File: src/common/dma_pkg.sv
package dma_pkg;

    // ==================================================
    // Widths and types
    // ==================================================
    localparam int ADDR_W     = 32;
    localparam int DATA_W     = 64;
    localparam int BEAT_BYTES = 8;

    typedef logic [ADDR_W-1:0] addr_t;
    typedef logic [DATA_W-1:0] data_t;
    typedef logic [31:0]       len_t;
    typedef logic [7:0]        burst_t;

    localparam int REG_ADDR_W = 5;
    typedef logic [REG_ADDR_W-1:0] reg_addr_t;

    // ==================================================
    // Register map
    // ==================================================
    localparam reg_addr_t REG_SRC   = 5'h00;
    localparam reg_addr_t REG_DST   = 5'h08;
    localparam reg_addr_t REG_LEN   = 5'h10;
    localparam reg_addr_t REG_BURST = 5'h18;
    localparam reg_addr_t REG_CTRL  = 5'h1C;

    // Control register bits
    localparam int CTRL_START = 0;
    localparam int CTRL_DONE  = 1;
    localparam int CTRL_BUSY  = 2;

    // Beat FIFO
    localparam int FIFO_DEPTH = 16;
    localparam int FIFO_IDX_W = $clog2(FIFO_DEPTH);
    // Extra bit so a full FIFO has its own count value
    localparam int FIFO_PTR_W = FIFO_IDX_W + 1;

    typedef enum logic [1:0] {RD_IDLE, RD_REQ, RD_DATA} read_state_e;
    typedef enum logic [1:0] {WR_IDLE, WR_POP, WR_SEND, WR_WAIT} write_state_e;

    // Beats in the next burst, burst of 0 counts as 1
    function automatic burst_t burst_beats(len_t rem, burst_t burst);
        len_t   left;
        burst_t eff;
        left = rem / BEAT_BYTES + len_t'(rem % BEAT_BYTES != 0);
        eff  = (burst == '0) ? burst_t'(1) : burst;
        return (left < len_t'(eff)) ? burst_t'(left) : eff;
    endfunction

    // Bytes left after one beat, saturates at zero for a partial tail
    function automatic len_t rem_after_beat(len_t rem);
        return (rem > len_t'(BEAT_BYTES)) ? rem - len_t'(BEAT_BYTES) : '0;
    endfunction

endpackage

File: src/dma_engine/dma_read_engine.sv
`timescale 1ns/1ps

module dma_read_engine
    import dma_pkg::*;
(
    input  logic                  clk_i,
    input  logic                  rst_i,
    input  logic                  start_i,
    input  addr_t                 src_i,
    input  len_t                  len_i,
    input  burst_t                burst_i,
    input  logic [FIFO_PTR_W-1:0] fifo_count_i,
    input  logic                  gnt_i,
    input  logic                  rvalid_i,
    input  data_t                 rdata_i,
    output logic                  req_o,
    output addr_t                 addr_o,
    output burst_t                beats_o,
    output logic                  push_o,
    output data_t                 push_data_o
);

    read_state_e state_q;
    addr_t       addr_q;
    len_t        rem_q;
    burst_t      burst_q;
    burst_t      cnt_q;
    logic [8:0]  need;

    // Room check covers the whole burst so returned beats never stall
    assign beats_o = burst_beats(rem_q, burst_q);
    assign need    = 9'(fifo_count_i) + 9'(beats_o);
    assign req_o   = (state_q == RD_REQ) && (rem_q != '0) && (need <= 9'(FIFO_DEPTH));
    assign addr_o  = addr_q;

    assign push_o      = (state_q == RD_DATA) && rvalid_i;
    assign push_data_o = rdata_i;

    // ==================================================
    // Read FSM
    // ==================================================
    always_ff @(posedge clk_i or negedge rst_i) begin
        if (!rst_i) begin
            state_q <= RD_IDLE;
            addr_q  <= '0;
            rem_q   <= '0;
            burst_q <= '0;
            cnt_q   <= '0;
        end else begin
            case (state_q)
                RD_IDLE: begin
                    if (start_i) begin
                        state_q <= RD_REQ;
                        addr_q  <= src_i;
                        rem_q   <= len_i;
                        // A burst longer than the FIFO could never fit
                        if (burst_i > burst_t'(FIFO_DEPTH)) begin
                            burst_q <= burst_t'(FIFO_DEPTH);
                        end else begin
                            burst_q <= burst_i;
                        end
                    end
                end
                RD_REQ: begin
                    if (rem_q == '0) begin
                        state_q <= RD_IDLE;
                    end else if (gnt_i) begin
                        state_q <= RD_DATA;
                        cnt_q   <= beats_o;
                    end
                end
                RD_DATA: begin
                    if (rvalid_i) begin
                        addr_q <= addr_q + addr_t'(BEAT_BYTES);
                        rem_q  <= rem_after_beat(rem_q);
                        cnt_q  <= cnt_q - 1'b1;
                        // Last beat of the burst
                        if (cnt_q == 8'd1) begin
                            state_q <= RD_REQ;
                        end
                    end
                end
                default: state_q <= RD_IDLE;
            endcase
        end
    end

endmodule

File: src/dma_engine/dma_write_engine.sv
`timescale 1ns/1ps

module dma_write_engine
    import dma_pkg::*;
(
    input  logic   clk_i,
    input  logic   rst_i,
    input  logic   start_i,
    input  addr_t  dst_i,
    input  len_t   len_i,
    input  burst_t burst_i,
    input  logic   fifo_empty_i,
    input  data_t  fifo_data_i,
    input  logic   gnt_i,
    input  logic   bdone_i,
    output logic   pop_o,
    output logic   req_o,
    output addr_t  addr_o,
    output data_t  wdata_o,
    output logic   last_o,
    output logic   xfer_done_o
);

    write_state_e state_q;
    addr_t        addr_q;
    len_t         rem_q;
    burst_t       burst_q;
    // Beats left in the current burst, 0 between bursts
    burst_t       cnt_q;

    assign pop_o       = (state_q == WR_POP) && (rem_q != '0) && !fifo_empty_i;
    assign req_o       = (state_q == WR_SEND);
    assign addr_o      = addr_q;
    assign wdata_o     = fifo_data_i;
    assign last_o      = (state_q == WR_SEND) && (cnt_q == 8'd1);
    assign xfer_done_o = (state_q == WR_POP) && (rem_q == '0);

    // ==================================================
    // Write FSM
    // ==================================================
    always_ff @(posedge clk_i or negedge rst_i) begin
        if (!rst_i) begin
            state_q <= WR_IDLE;
            addr_q  <= '0;
            rem_q   <= '0;
            burst_q <= '0;
            cnt_q   <= '0;
        end else begin
            case (state_q)
                WR_IDLE: begin
                    if (start_i) begin
                        state_q <= WR_POP;
                        addr_q  <= dst_i;
                        rem_q   <= len_i;
                        burst_q <= burst_i;
                        cnt_q   <= '0;
                    end
                end
                WR_POP: begin
                    if (rem_q == '0) begin
                        state_q <= WR_IDLE;
                    end else if (!fifo_empty_i) begin
                        state_q <= WR_SEND;
                        // First beat of a burst sizes it
                        if (cnt_q == '0) begin
                            cnt_q <= burst_beats(rem_q, burst_q);
                        end
                    end
                end
                WR_SEND: begin
                    if (gnt_i) begin
                        addr_q <= addr_q + addr_t'(BEAT_BYTES);
                        rem_q  <= rem_after_beat(rem_q);
                        cnt_q  <= cnt_q - 1'b1;
                        state_q <= (cnt_q == 8'd1) ? WR_WAIT : WR_POP;
                    end
                end
                WR_WAIT: begin
                    if (bdone_i) begin
                        state_q <= WR_POP;
                    end
                end
                default: state_q <= WR_IDLE;
            endcase
        end
    end

    a_last_with_req: assert property (@(posedge clk_i) disable iff (!rst_i)
        last_o |-> req_o)
        else $error("last_o without a write request");

    // FIFO output must hold the beat while the bus is busy
    a_wdata_held: assert property (@(posedge clk_i) disable iff (!rst_i)
        req_o && !gnt_i |=> req_o && $stable(wdata_o) && $stable(addr_o))
        else $error("write beat changed before grant");

endmodule

File: src/hw/dma_bus_arbiter.sv
`timescale 1ns/1ps

module dma_bus_arbiter
    import dma_pkg::*;
(
    input  logic   clk_i,
    input  logic   rst_i,
    input  logic   rd_req_i,
    input  addr_t  rd_addr_i,
    input  burst_t rd_beats_i,
    input  logic   wr_req_i,
    input  addr_t  wr_addr_i,
    input  data_t  wr_wdata_i,
    input  logic   wr_last_i,
    input  logic   mem_gnt_i,
    output logic   rd_gnt_o,
    output logic   wr_gnt_o,
    output logic   mem_req_o,
    output logic   mem_we_o,
    output addr_t  mem_addr_o,
    output data_t  mem_wdata_o,
    output burst_t mem_beats_o,
    output logic   mem_last_o
);

    // Selection index, 0 is read and 1 is write
    logic prio_q;
    logic lock_q;
    logic sel_q;
    logic sel;

    always_comb begin
        if (lock_q) begin
            sel = sel_q;
        end else if (rd_req_i && wr_req_i) begin
            sel = prio_q;
        end else begin
            sel = wr_req_i;
        end
    end

    assign mem_req_o   = sel ? wr_req_i : rd_req_i;
    assign mem_we_o    = sel;
    assign mem_addr_o  = sel ? wr_addr_i : rd_addr_i;
    assign mem_wdata_o = sel ? wr_wdata_i : '0;
    // Writes go one beat per request
    assign mem_beats_o = sel ? burst_t'(1) : rd_beats_i;
    assign mem_last_o  = sel && wr_last_i;

    assign rd_gnt_o = mem_gnt_i && !sel;
    assign wr_gnt_o = mem_gnt_i && sel;

    // Round robin pointer and lock on a waiting request
    always_ff @(posedge clk_i or negedge rst_i) begin
        if (!rst_i) begin
            prio_q <= 1'b0;
            lock_q <= 1'b0;
            sel_q  <= 1'b0;
        end else if (mem_gnt_i) begin
            prio_q <= !sel;
            lock_q <= 1'b0;
        end else if (mem_req_o) begin
            lock_q <= 1'b1;
            sel_q  <= sel;
        end
    end

    a_one_grant: assert property (@(posedge clk_i) disable iff (!rst_i)
        !(rd_gnt_o && wr_gnt_o))
        else $error("both engines granted");

    a_req_held: assert property (@(posedge clk_i) disable iff (!rst_i)
        mem_req_o && !mem_gnt_i |=> mem_req_o && $stable(mem_addr_o) && $stable(mem_we_o))
        else $error("bus request changed before grant");

endmodule

File: src/hw/dma_fifo.sv
`timescale 1ns/1ps

module dma_fifo
    import dma_pkg::*;
(
    input  logic                  clk_i,
    input  logic                  rst_i,
    input  logic                  push_i,
    input  data_t                 data_i,
    input  logic                  pop_i,
    output data_t                 data_o,
    output logic                  empty_o,
    output logic [FIFO_PTR_W-1:0] count_o
);

    data_t                 mem_q [FIFO_DEPTH];
    logic [FIFO_IDX_W-1:0] wr_ptr_q;
    logic [FIFO_IDX_W-1:0] rd_ptr_q;
    logic [FIFO_PTR_W-1:0] count_q;
    logic                  full;

    assign full    = (count_q == FIFO_PTR_W'(FIFO_DEPTH));
    assign empty_o = (count_q == '0);
    assign count_o = count_q;

    // Storage and registered read port, output holds until the next pop
    always_ff @(posedge clk_i) begin
        if (push_i) begin
            mem_q[wr_ptr_q] <= data_i;
        end
        if (pop_i) begin
            data_o <= mem_q[rd_ptr_q];
        end
    end

    always_ff @(posedge clk_i or negedge rst_i) begin
        if (!rst_i) begin
            wr_ptr_q <= '0;
            rd_ptr_q <= '0;
            count_q  <= '0;
        end else begin
            if (push_i) begin
                wr_ptr_q <= wr_ptr_q + 1'b1;
            end
            if (pop_i) begin
                rd_ptr_q <= rd_ptr_q + 1'b1;
            end
            case ({push_i, pop_i})
                2'b10:   count_q <= count_q + 1'b1;
                2'b01:   count_q <= count_q - 1'b1;
                default: ;
            endcase
        end
    end

    // Read engine reserves room before each burst
    a_no_overflow: assert property (@(posedge clk_i) disable iff (!rst_i)
        push_i |-> !full)
        else $error("push into a full FIFO");

    a_no_underflow: assert property (@(posedge clk_i) disable iff (!rst_i)
        pop_i |-> !empty_o)
        else $error("pop from an empty FIFO");

endmodule

File: src/hw/dma_regs.sv
`timescale 1ns/1ps

module dma_regs
    import dma_pkg::*;
(
    input  logic      clk_i,
    input  logic      rst_i,
    input  logic      reg_en_i,
    input  logic      reg_we_i,
    input  reg_addr_t reg_addr_i,
    input  data_t     reg_wdata_i,
    input  logic      xfer_done_i,
    output data_t     reg_rdata_o,
    output logic      start_o,
    output addr_t     src_o,
    output addr_t     dst_o,
    output len_t      len_o,
    output burst_t    burst_o,
    output logic      done_o
);

    addr_t  src_q;
    addr_t  dst_q;
    len_t   len_q;
    burst_t burst_q;
    logic   start_q;
    logic   done_q;
    logic   busy_q;
    logic   wr_en;
    logic   start_wr;
    data_t  ctrl_val;
    data_t  rd_mux;

    assign wr_en    = reg_en_i && reg_we_i;
    // Start is only taken while idle
    assign start_wr = wr_en && (reg_addr_i == REG_CTRL) && reg_wdata_i[CTRL_START] && !busy_q;

    always_comb begin
        ctrl_val             = '0;
        ctrl_val[CTRL_START] = start_q;
        ctrl_val[CTRL_DONE]  = done_q;
        ctrl_val[CTRL_BUSY]  = busy_q;
    end

    always_comb begin
        case (reg_addr_i)
            REG_SRC:   rd_mux = data_t'(src_q);
            REG_DST:   rd_mux = data_t'(dst_q);
            REG_LEN:   rd_mux = data_t'(len_q);
            REG_BURST: rd_mux = data_t'(burst_q);
            REG_CTRL:  rd_mux = ctrl_val;
            default:   rd_mux = '0;
        endcase
    end

    // ==================================================
    // Configuration and status
    // ==================================================
    always_ff @(posedge clk_i or negedge rst_i) begin
        if (!rst_i) begin
            src_q   <= '0;
            dst_q   <= '0;
            len_q   <= '0;
            burst_q <= '0;
            start_q <= 1'b0;
            done_q  <= 1'b0;
            busy_q  <= 1'b0;
            start_o <= 1'b0;
        end else begin
            // Transfer settings are frozen while busy
            if (wr_en && !busy_q) begin
                case (reg_addr_i)
                    REG_SRC:   src_q   <= reg_wdata_i[ADDR_W-1:0];
                    REG_DST:   dst_q   <= reg_wdata_i[ADDR_W-1:0];
                    REG_LEN:   len_q   <= reg_wdata_i[31:0];
                    REG_BURST: burst_q <= reg_wdata_i[7:0];
                    default: ;
                endcase
            end
            start_o <= start_wr;
            if (start_wr) begin
                start_q <= 1'b1;
                busy_q  <= 1'b1;
                done_q  <= 1'b0;
            end else if (xfer_done_i) begin
                start_q <= 1'b0;
                busy_q  <= 1'b0;
                done_q  <= 1'b1;
            end
        end
    end

    // Read data one cycle after the strobe
    always_ff @(posedge clk_i) begin
        if (reg_en_i && !reg_we_i) begin
            reg_rdata_o <= rd_mux;
        end
    end

    assign src_o   = src_q;
    assign dst_o   = dst_q;
    assign len_o   = len_q;
    assign burst_o = burst_q;
    assign done_o  = done_q;

    // A start pulse only comes out of an idle register file
    a_start_idle: assert property (@(posedge clk_i) disable iff (!rst_i)
        start_o |-> busy_q && !$past(busy_q))
        else $error("start_o fired while busy");

endmodule

File: src/hw/dma_top.sv
`timescale 1ns/1ps

module dma_top
    import dma_pkg::*;
(
    input  logic      clk_i,
    input  logic      rst_i,
    input  logic      reg_en_i,
    input  logic      reg_we_i,
    input  reg_addr_t reg_addr_i,
    input  data_t     reg_wdata_i,
    output data_t     reg_rdata_o,
    input  logic      mem_gnt_i,
    input  logic      mem_rvalid_i,
    input  data_t     mem_rdata_i,
    input  logic      mem_bdone_i,
    output logic      mem_req_o,
    output logic      mem_we_o,
    output addr_t     mem_addr_o,
    output data_t     mem_wdata_o,
    output burst_t    mem_beats_o,
    output logic      mem_last_o,
    output logic      done_o
);

    logic                  start;
    addr_t                 src;
    addr_t                 dst;
    len_t                  len;
    burst_t                burst;
    logic                  xfer_done;
    logic                  push;
    data_t                 push_data;
    logic                  pop;
    data_t                 pop_data;
    logic                  fifo_empty;
    logic [FIFO_PTR_W-1:0] fifo_count;
    logic                  rd_req;
    logic                  rd_gnt;
    addr_t                 rd_addr;
    burst_t                rd_beats;
    logic                  wr_req;
    logic                  wr_gnt;
    addr_t                 wr_addr;
    data_t                 wr_wdata;
    logic                  wr_last;

    dma_regs u_regs (
        .clk_i       (clk_i),
        .rst_i       (rst_i),
        .reg_en_i    (reg_en_i),
        .reg_we_i    (reg_we_i),
        .reg_addr_i  (reg_addr_i),
        .reg_wdata_i (reg_wdata_i),
        .xfer_done_i (xfer_done),
        .reg_rdata_o (reg_rdata_o),
        .start_o     (start),
        .src_o       (src),
        .dst_o       (dst),
        .len_o       (len),
        .burst_o     (burst),
        .done_o      (done_o)
    );

    dma_fifo u_fifo (
        .clk_i   (clk_i),
        .rst_i   (rst_i),
        .push_i  (push),
        .data_i  (push_data),
        .pop_i   (pop),
        .data_o  (pop_data),
        .empty_o (fifo_empty),
        .count_o (fifo_count)
    );

    // Read data returns only to the read engine
    dma_read_engine u_read (
        .clk_i        (clk_i),
        .rst_i        (rst_i),
        .start_i      (start),
        .src_i        (src),
        .len_i        (len),
        .burst_i      (burst),
        .fifo_count_i (fifo_count),
        .gnt_i        (rd_gnt),
        .rvalid_i     (mem_rvalid_i),
        .rdata_i      (mem_rdata_i),
        .req_o        (rd_req),
        .addr_o       (rd_addr),
        .beats_o      (rd_beats),
        .push_o       (push),
        .push_data_o  (push_data)
    );

    dma_write_engine u_write (
        .clk_i        (clk_i),
        .rst_i        (rst_i),
        .start_i      (start),
        .dst_i        (dst),
        .len_i        (len),
        .burst_i      (burst),
        .fifo_empty_i (fifo_empty),
        .fifo_data_i  (pop_data),
        .gnt_i        (wr_gnt),
        .bdone_i      (mem_bdone_i),
        .pop_o        (pop),
        .req_o        (wr_req),
        .addr_o       (wr_addr),
        .wdata_o      (wr_wdata),
        .last_o       (wr_last),
        .xfer_done_o  (xfer_done)
    );

    dma_bus_arbiter u_arb (
        .clk_i       (clk_i),
        .rst_i       (rst_i),
        .rd_req_i    (rd_req),
        .rd_addr_i   (rd_addr),
        .rd_beats_i  (rd_beats),
        .wr_req_i    (wr_req),
        .wr_addr_i   (wr_addr),
        .wr_wdata_i  (wr_wdata),
        .wr_last_i   (wr_last),
        .mem_gnt_i   (mem_gnt_i),
        .rd_gnt_o    (rd_gnt),
        .wr_gnt_o    (wr_gnt),
        .mem_req_o   (mem_req_o),
        .mem_we_o    (mem_we_o),
        .mem_addr_o  (mem_addr_o),
        .mem_wdata_o (mem_wdata_o),
        .mem_beats_o (mem_beats_o),
        .mem_last_o  (mem_last_o)
    );

endmodule

File: config.mk
export PLATFORM = sky130hd
export DESIGN_NAME = dma_top
export DESIGN_NICKNAME = d
export VERILOG_FILES = /design/src/common/dma_pkg.sv /design/src/dma_engine/dma_read_engine.sv /design/src/dma_engine/dma_write_engine.sv /design/src/hw/dma_bus_arbiter.sv /design/src/hw/dma_fifo.sv /design/src/hw/dma_regs.sv /design/src/hw/dma_top.sv
export SDC_FILE = /design/constraint.sdc
export NUM_CORES = 2
export LEC_CHECK = 0
export ABC_AREA = 1
export BUFFER_PORTS_ARGS = -buffer_cell sky130_fd_sc_hd__buf_4
export CAP_MARGIN = 20
export CELL_PAD_IN_SITES_DETAIL_PLACEMENT = 2
export CELL_PAD_IN_SITES_GLOBAL_PLACEMENT = 2
export CORE_MARGIN = 2
export CORE_UTILIZATION = 41
export DETAILED_ROUTE_END_ITERATION = 8
export PLACE_DENSITY = 0.87
export SLEW_MARGIN = 15
export SYNTH_ARGS = -nofsm -noshare
export SYNTH_HDL_FRONTEND = slang
export SYNTH_SLANG_ARGS = --single-unit
File: constraint.sdc
create_clock -name clk_i -period 8.7 [get_ports clk_i]
set_clock_uncertainty 0.05 [all_clocks]
set_input_delay 0.435 -clock clk_i [delete_from_list [all_inputs] [get_ports clk_i]]
set_output_delay 0.435 -clock clk_i [all_outputs]
set_load 0.1 [all_outputs]
# [Word level (Yosys, flattened, before mapping)]
# Memories as Yosys holds them, arrays and structs flattened. A register that Yosys moved wholly into a read port is not among the register bits.
# Cells that the tools add are included.
[classes] add_sub_neg=13 magnitude_cmp=6 eq_ne=26 mux=56 bitwise_logic=1 reduce_logical=54
[ops] op="32-bit 2-to-1 mux" n=10
[ops] op="32-bit one-hot mux with 2 select lines" n=4
[ops] op="32-bit one-hot mux with 5 select lines" n=1
[ops] op="32-bit nonzero test" n=4
[ops] op="8-bit 2-to-1 mux" n=14
[ops] op="32-bit by 4-bit adder with 32-bit output, second input constant" n=2
[ops] op="32-bit by 4-bit > comparator with 1-bit output, second input constant" n=2
[ops] op="32-bit logical NOT" n=2
[ops] op="32-bit by 8-bit less-than comparator with 1-bit output" n=2
[ops] op="64-bit 2-to-1 mux" n=1
[ops] op="32-bit by 4-bit subtractor with 32-bit output, second input constant" n=2
[ops] op="29-bit by 1-bit adder with 30-bit output" n=2
[ops] op="8-bit logical NOT" n=3
[ops] op="8-bit one-hot mux with 3 select lines" n=1
[ops] op="2-bit != test, second input constant" n=11
[ops] op="2-bit 2-to-1 mux" n=10
[ops] op="1-bit logical AND" n=17
[ops] op="8-bit by 1-bit equality test with 1-bit output, second input constant" n=2
[ops] op="8-bit one-hot mux with 2 select lines" n=1
[ops] op="8-bit by 1-bit subtractor with 8-bit output, second input constant" n=2
[ops] op="5-bit equality test, second input constant" n=3
[ops] op="2-bit AND reduction" n=7
[ops] op="4-bit AND reduction" n=3
[ops] op="2-bit nonzero test" n=6
[ops] op="other kinds (21)" n=44
[totals] regBits=351 ramBits=1024 inputBits=140 out_inout_bits=172 wordCells=181 mem_count=1
[mem_list] name="u_fifo.mem_q" words=16 word_bits=64 rd=1 rd_clocked_by_memory_dff=1 wr=1 line="dma_fifo.sv:16" source="data_t mem_q [FIFO_DEPTH];"

# [Longest topological paths before layout]
[depth] ltp_word=15 mapped_depth=42 depth_no_buf=39

# [Hierarchy]
# A second synthesis with hierarchy kept.
[unflattened] cells_unflattened=6430 hier_area_um2=65097.4
[by_module_without_submodules] module="dma_fifo" instances=1 cells_each=3400 area_per_inst_um2=43661.9 seq_area_each_um2=32996.6
[by_module_without_submodules] module="dma_read_engine" instances=1 cells_each=1105 area_per_inst_um2=7200.7 seq_area_each_um2=2052.0
[by_module_without_submodules] module="dma_write_engine" instances=1 cells_each=1017 area_per_inst_um2=6930.4 seq_area_each_um2=2052.0
[by_module_without_submodules] module="dma_regs" instances=1 cells_each=628 area_per_inst_um2=6102.1 seq_area_each_um2=3638.5
[by_module_without_submodules] module="dma_bus_arbiter" instances=1 cells_each=280 area_per_inst_um2=1202.4 seq_area_each_um2=75.1

# [Worst setup path after synthesis]
# Ideal clock, no wire load.
[synth_timing] path_kind="reg2out" start="register u_read.rem_q[1]" end="output port mem_addr_o[23]" t_arrival_ns=6.462 required_ns=8.215 setup_slack_ns=1.753 path_stages_with_launch=37 path_buffers=2 cell_sequence="dfrtp_1 > nor2_1 > nand2_1 > ha_1 > ha_1 > nand3_1 > nor2_1 > xor2_1 > inv_1 > ha_1 > nand2_1 > o21a_1 > nand2_1 > nor2_2 > nand2_1 > buf_6 > inv_1 > or2_2 > o21ai_0 > inv_1 > ha_1 > inv_1 > fa_1 > nor2_1 > a211oi_1 > inv_1 > nor2_1 > inv_1 > nand2_1 > a21oi_1 > nand3_1 > nor2_2 > nand3_1 > nand2_1 > nand2_4 > clkbuf_1 > o21ai_0"
[synth_via] elab_chain_cells=11 word_cells_on_any_way=13 classes_between="2 x add/sub; 2 x order compare; 4 x mux; 5 x reduce/logical"
[synth_lines] element="start: declaration" line="dma_read_engine.sv:25" source="len_t rem_q;"
[synth_lines] element="start signal: assignment" line="dma_read_engine.sv:55" source="rem_q <= len_i;"
[synth_lines] element="start signal: assignment" line="dma_read_engine.sv:75" source="rem_q <= rem_after_beat(rem_q);"
[synth_lines] element="32-bit nonzero test" line="dma_pkg.sv:45" source="left = rem / BEAT_BYTES + len_t'(rem % BEAT_BYTES != 0);"
[synth_lines] element="29-bit by 1-bit adder with 30-bit output" line="dma_pkg.sv:45"
[synth_lines] element="32-bit by 8-bit less-than comparator with 1-bit output" line="dma_pkg.sv:47" source="return (left < len_t'(eff)) ? burst_t'(left) : eff;"
[synth_lines] element="8-bit 2-to-1 mux" line="dma_pkg.sv:47"
[synth_lines] element="5-bit by 8-bit adder with 9-bit output" line="dma_read_engine.sv:32" source="assign need = 9'(fifo_count_i) + 9'(beats_o);"
[synth_lines] element="9-bit by 5-bit <= comparator with 1-bit output" line="dma_read_engine.sv:33" source="assign req_o = (state_q == RD_REQ) && (rem_q != '0) && (need <= 9'(FIFO_DEPTH));"
[synth_lines] element="1-bit logical AND (*)" line="dma_read_engine.sv:33"
[synth_lines] element="1-bit logical AND (*)" line="dma_bus_arbiter.sv:35" source="end else if (rd_req_i && wr_req_i) begin"
[synth_lines] element="1-bit 2-to-1 mux (*)" line="dma_bus_arbiter.sv:35"
[synth_lines] element="1-bit 2-to-1 mux (*)" line="dma_bus_arbiter.sv:33" source="if (lock_q) begin"
[synth_lines] element="32-bit 2-to-1 mux (*)" line="dma_bus_arbiter.sv:44" source="assign mem_addr_o = sel ? wr_addr_i : rd_addr_i;"
[synth_lines] element="end: declaration" line="dma_top.sv:19" source="output addr_t mem_addr_o,"
# Every way passes the cells marked *; elsewhere a longest branch is shown, timed or not.

# [Final worst setup path]
[layout_timing] start="register u_read.rem_q[0]" end="output port mem_wdata_o[29]"
[layout_via] elab_chain_cells=11 word_cells_on_any_way=13 classes_between="2 x add/sub; 2 x order compare; 4 x mux; 5 x reduce/logical"
[layout_lines] element="32-bit nonzero test" line="dma_pkg.sv:45"
[layout_lines] element="29-bit by 1-bit adder with 30-bit output" line="dma_pkg.sv:45"
[layout_lines] element="32-bit by 8-bit less-than comparator with 1-bit output" line="dma_pkg.sv:47"
[layout_lines] element="8-bit 2-to-1 mux" line="dma_pkg.sv:47"
[layout_lines] element="5-bit by 8-bit adder with 9-bit output" line="dma_read_engine.sv:32"
[layout_lines] element="9-bit by 5-bit <= comparator with 1-bit output" line="dma_read_engine.sv:33"
[layout_lines] element="1-bit logical AND (*)" line="dma_read_engine.sv:33"
[layout_lines] element="1-bit logical AND (*)" line="dma_bus_arbiter.sv:35"
[layout_lines] element="1-bit 2-to-1 mux (*)" line="dma_bus_arbiter.sv:35"
[layout_lines] element="1-bit 2-to-1 mux (*)" line="dma_bus_arbiter.sv:33"
[layout_lines] element="64-bit 2-to-1 mux (*)" line="dma_bus_arbiter.sv:45" source="assign mem_wdata_o = sel ? wr_wdata_i : '0;"
[layout_lines] element="end: declaration" line="dma_top.sv:20" source="output data_t mem_wdata_o,"
# Marked as above.

==> key figures <==
Critical path
  – Type of the worst setup path: register to output port
  – Crit path max-delay family: simple AND/OR/NAND/NOR gates
  – Startpoint of the worst setup timing path: u_read.rem_q[0]
  – Beginning of the worst register-to-register path: u_read.rem_q[0]
  – Worst-case reg-to-reg path depth: 39
  – R2R setup slack: 1.58 ns
  – Bufs and invs on worst path: 9
  – Type of origin of the critical path: register
  – Reg2reg end: u_write.addr_o[6]
  – Arrival time of the worst setup path: 7.60 ns
  – Endpoint kind of the worst setup timing path: output port
  – Biggest fanout along the worst timing path: 46
  – Last element of the critical path: mem_wdata_o[29]
  – Number of logic stages on the critical path including buffering: 37
  – Worst EP required: 8.22 ns
  – Maximum cell stage delay along the critical path: 0.38 ns
  – Slowest CP cell: sky130_fd_sc_hd__nand2_4

STA
  – Setup repair after global routing missed its margin: false
  – Setup total negative slack: 0 ns
  – Number of hold-slack violations in the final timing report: 0
  – Least setup slack across all paths after layout: 0.617 ns
  – Relative max-transition margin: -4.73%
  – Actual transition at the worst max-transition pin: 1.57 ns
  – Portion of the clock cycle consumed by the worst path in the final layout: 92.9%
  – Max Transition Viols Final: 87
  – Fmax: 124 MHz
  – Final critical-path required period: 8.08 ns
  – Endpoints failing setup: 0

Route
  – Average via count per standard cell: 6.27
  – Total iterations of the first detailed-routing run: 5
  – Detailed Route WL: 280000 µm
  – Iter 0 DRT Violations: 5483
  – Antenna Nets Post-Route: 0
  – Number of vias in the routed layout: 51000
  – Drt wl/cell: 34.4 µm
  – DR DRC count: 0

Place
  – Post-placement cell area: 65200 µm²
  – HPWL reported at the end of detailed placement: 145000 µm
  – Pre-CTS WS: 1.22 ns
  – Last weighted congestion value of the routability-driven placer: 0.862
  – # placed instances: 7739
  – Number of buffer cells added on primary ports: 247

Cells and area
  – Relative area change from synthesis to final layout: 16.0%
  – Largest registers in the final layout: u_fifo.mem_q x1024, u_fifo.data_o x64
  – Ratio of cells with drive above 1 in the final layout: 10.0%
  – Filler Cell Count: 14900
  – Sequential Area: 40800 µm²
  – Final Non-Filler Cells: 8126
  – Multi-input gate area in the final layout: 17900 µm²
  – Design area: 71300 µm²
  – Flip-flop count of the largest register after layout: 1024
  – Net total in the final layout: 6170
  – Largest register by flop count: u_fifo.mem_q
  – Post-layout util: 47.7%

Outcome
  – Failing checks: max-slew violations
  – Outcome: complete, but fails checks

Global routing
  – GR Util met1: 41.9%
  – Vias in the first global route: 55100
  – Global-route wire length before repair: 399000 µm
  – Initial antenna violation count: 10
  – Total congestion overflow: 0
  – Largest net degree at the start of global routing: 243
  – Most Crowded Layer GR: met2
  – GR met3 Demand/Resource: 6.28%
  – All-Layer GR Usage: 36.0%
  – Met2 layer usage reported by global route: 61.9%

Floorplan
  – Initial core utilization: 41.2%
  – Core area: 149000 µm²
  – Horiz. Die Dim: 391 µm
  – Die extent in y: 391 µm
  – Floorplan row count: 142
  – # IOs: 312
  – Full die area: 153000 µm²

Power
  – Peak ir drop on the vdd network: 265 µV
  – Static power due to leakage: 26.9 nW
  – Pwr per Cell Area: 358 nW/µm²

Clock network
  – Setup Fix Bufs, Post-CTS: 0
  – Maximum root-to-sink buffer count: 3
  – Number of buffers created by CTS: 152
  – H-tree depth: 4
  – Clk Latency, worst-skew pair: 0.82 ns
  – Number of sinks driven by the clock tree: 1407
  – Buffer cell driving the clock tree root: sky130_fd_sc_hd__clkbuf_16
  – Clock transition at the registers of the reported paths: 0.06 ns
  – CTS tree: done

Yosys
  – Top FF cell, synth: sky130_fd_sc_hd__edfxtp_1
  – Number of flip-flops and latches in the synthesized netlist: 1407
  – Number of enable-type register cells in the synthesized netlist: 1120
  – Gate count of the mapped netlist: 5748
  – Count of distinct cell types in the synthesized netlist: 54
  – Yosys Warn Count: 0
  – Ranking of synthesized cells by area: sky130_fd_sc_hd__edfxtp_1 55%, sky130_fd_sc_hd__dfrtp_1 12%, sky130_fd_sc_hd__nand2_1 7.5%, sky130_fd_sc_hd__o21ai_0 4.7%, sky130_fd_sc_hd__nor2_1 3.6%
  – Commonest cells in the netlist: 1222 x sky130_fd_sc_hd__nand2_1, 1120 x sky130_fd_sc_hd__edfxtp_1, 585 x sky130_fd_sc_hd__nor2_1, 574 x sky130_fd_sc_hd__o21ai_0, 391 x sky130_fd_sc_hd__inv_1
  – Syn Std Cell Area: 61500 µm²
  – Largest area contributor in the synthesized netlist: sky130_fd_sc_hd__edfxtp_1
  – Cell with the most instances after synthesis: sky130_fd_sc_hd__nand2_1
  – Fraction of post-synthesis cell area in the top cell type by area: 54.7%
  – Share of the yosys chip area belonging to registers: 66.4%
  – Avg Cell Area, Syn: 10.7 µm²
  – Share of flip-flops with an asynchronous set or reset: 20.4%

Hold path
  – Source of the worst hold timing path: reg_wdata_i[4]
  – HP Class: primary input to register

Flow run
  – Count of max-cap constraint violations: 0
## per-layer routing
| layer | routed length [µm] | share of wire [%] |
|---|---|---|
| met1 | 101000 | 36 |
| met5 | 74 | 0.026 |
| met3 | 20400 | 7.3 |
| met2 | 140000 | 50 |
| met4 | 18100 | 6.5 |
## cell type report
type | instances | area share, %
inverters | 398 | 2.12
flip-flops and latches | 1407 | 57.2
multi-input cells | 3609 | 25.1
repair buffers | 412 | 4.91
clock inverters | 84 | 1.32
diodes | 5 | 0.0175
clock buffers | 195 | 5.74
well taps | 2016 | 3.54
## cells by family (layout without fill, tap and decap cells)
logic type | count (synthesis) | in the layout | synth area share [%]
adder cells (fa/ha/maj) | 50 | 50 | 1.04
XOR/XNOR | 129 | 129 | 1.84
buffers and inverters | 763 | 1089 | 4.98
flip-flops | 1407 | 1407 | 66.4
AO/OA/AOI/OAI | 1091 | 1091 | 10.3
AND/OR/NAND/NOR | 2307 | 2307 | 15.5
other | 1 | 37 | 0.00610
## stage by stage
stage	hold slack [ns]	total power, mW
detailed placement	0.407	17.6
finish	0.0550	25.5
CTS	0.00151	24.9
global route	0.0302	26.3
floorplan	0.0894	14.4
global placement	0.395	16.9
## layout by cell type (no fill, tap or decap), types with 10 or more instances in the layout
master / n
sky130_fd_sc_hd__a21oi_1: 182
sky130_fd_sc_hd__a221oi_1: 77
sky130_fd_sc_hd__a31oi_1: 33
sky130_fd_sc_hd__buf_4: 303
sky130_fd_sc_hd__bufinv_16: 11
sky130_fd_sc_hd__clkbuf_1: 32
sky130_fd_sc_hd__clkbuf_16: 154
sky130_fd_sc_hd__clkinv_1: 29
sky130_fd_sc_hd__clkinv_2: 26
sky130_fd_sc_hd__conb_1: 32
sky130_fd_sc_hd__dfrtp_1: 283
sky130_fd_sc_hd__dlygate4sd3_1: 97
sky130_fd_sc_hd__edfxtp_1: 1120
sky130_fd_sc_hd__ha_1: 47
sky130_fd_sc_hd__inv_1: 385
sky130_fd_sc_hd__nand2_1: 1217
sky130_fd_sc_hd__nand3_1: 291
sky130_fd_sc_hd__nand4_1: 102
sky130_fd_sc_hd__nor2_1: 564
sky130_fd_sc_hd__nor2_2: 10
sky130_fd_sc_hd__nor2_4: 20
sky130_fd_sc_hd__nor3_1: 46
sky130_fd_sc_hd__nor4_1: 18
sky130_fd_sc_hd__o211ai_1: 31
sky130_fd_sc_hd__o21ai_0: 573
sky130_fd_sc_hd__o221ai_1: 66
sky130_fd_sc_hd__o22ai_1: 105
sky130_fd_sc_hd__or2_2: 10
sky130_fd_sc_hd__xnor2_1: 20
sky130_fd_sc_hd__xor2_1: 109
## worst register-to-register path: cells and delay by family (launching register included)
kind	cells	cell delay, ns
xor+xnor	1	0.19
flops	1	0.35
fa+ha+maj	5	1.40
simple gates	22	3.38
buf+inv	7	1.18
compound gates	4	0.49
## worst min path at each step
stage / end / slack, ns / cells past startpoint
5_1_grt: u_regs.src_o[4] / 0.03 / 3
3_5_place_dp: u_write.rem_q[2] / 0.41 / 2
4_1_cts: u_regs.src_o[4] / 0.002 / 3
2_1_floorplan: u_arb.lock_q / 0.09 / 0
6_report: u_regs.src_o[4] / 0.05 / 3
3_3_place_gp: u_write.rem_q[0] / 0.40 / 2
## power by group
part           leakage (nW)  total [mW]  internal, mW  switching (mW)
logic                  10.5        9.42          2.17            7.25
registers              13.9        9.10          8.10           0.998
clock network          2.44        7.02          3.71            3.31
total                  26.9        25.5          14.0            11.6
## timing repair
action | in CTS | in global routing
hold endpoints to repair | 1193 | 11
hold buffers | 96 | 1
endpoints found under the setup margin | 0 | 50
gates resized for setup | 0 | 4
Note: power is estimated with default switching activity, not from simulation.
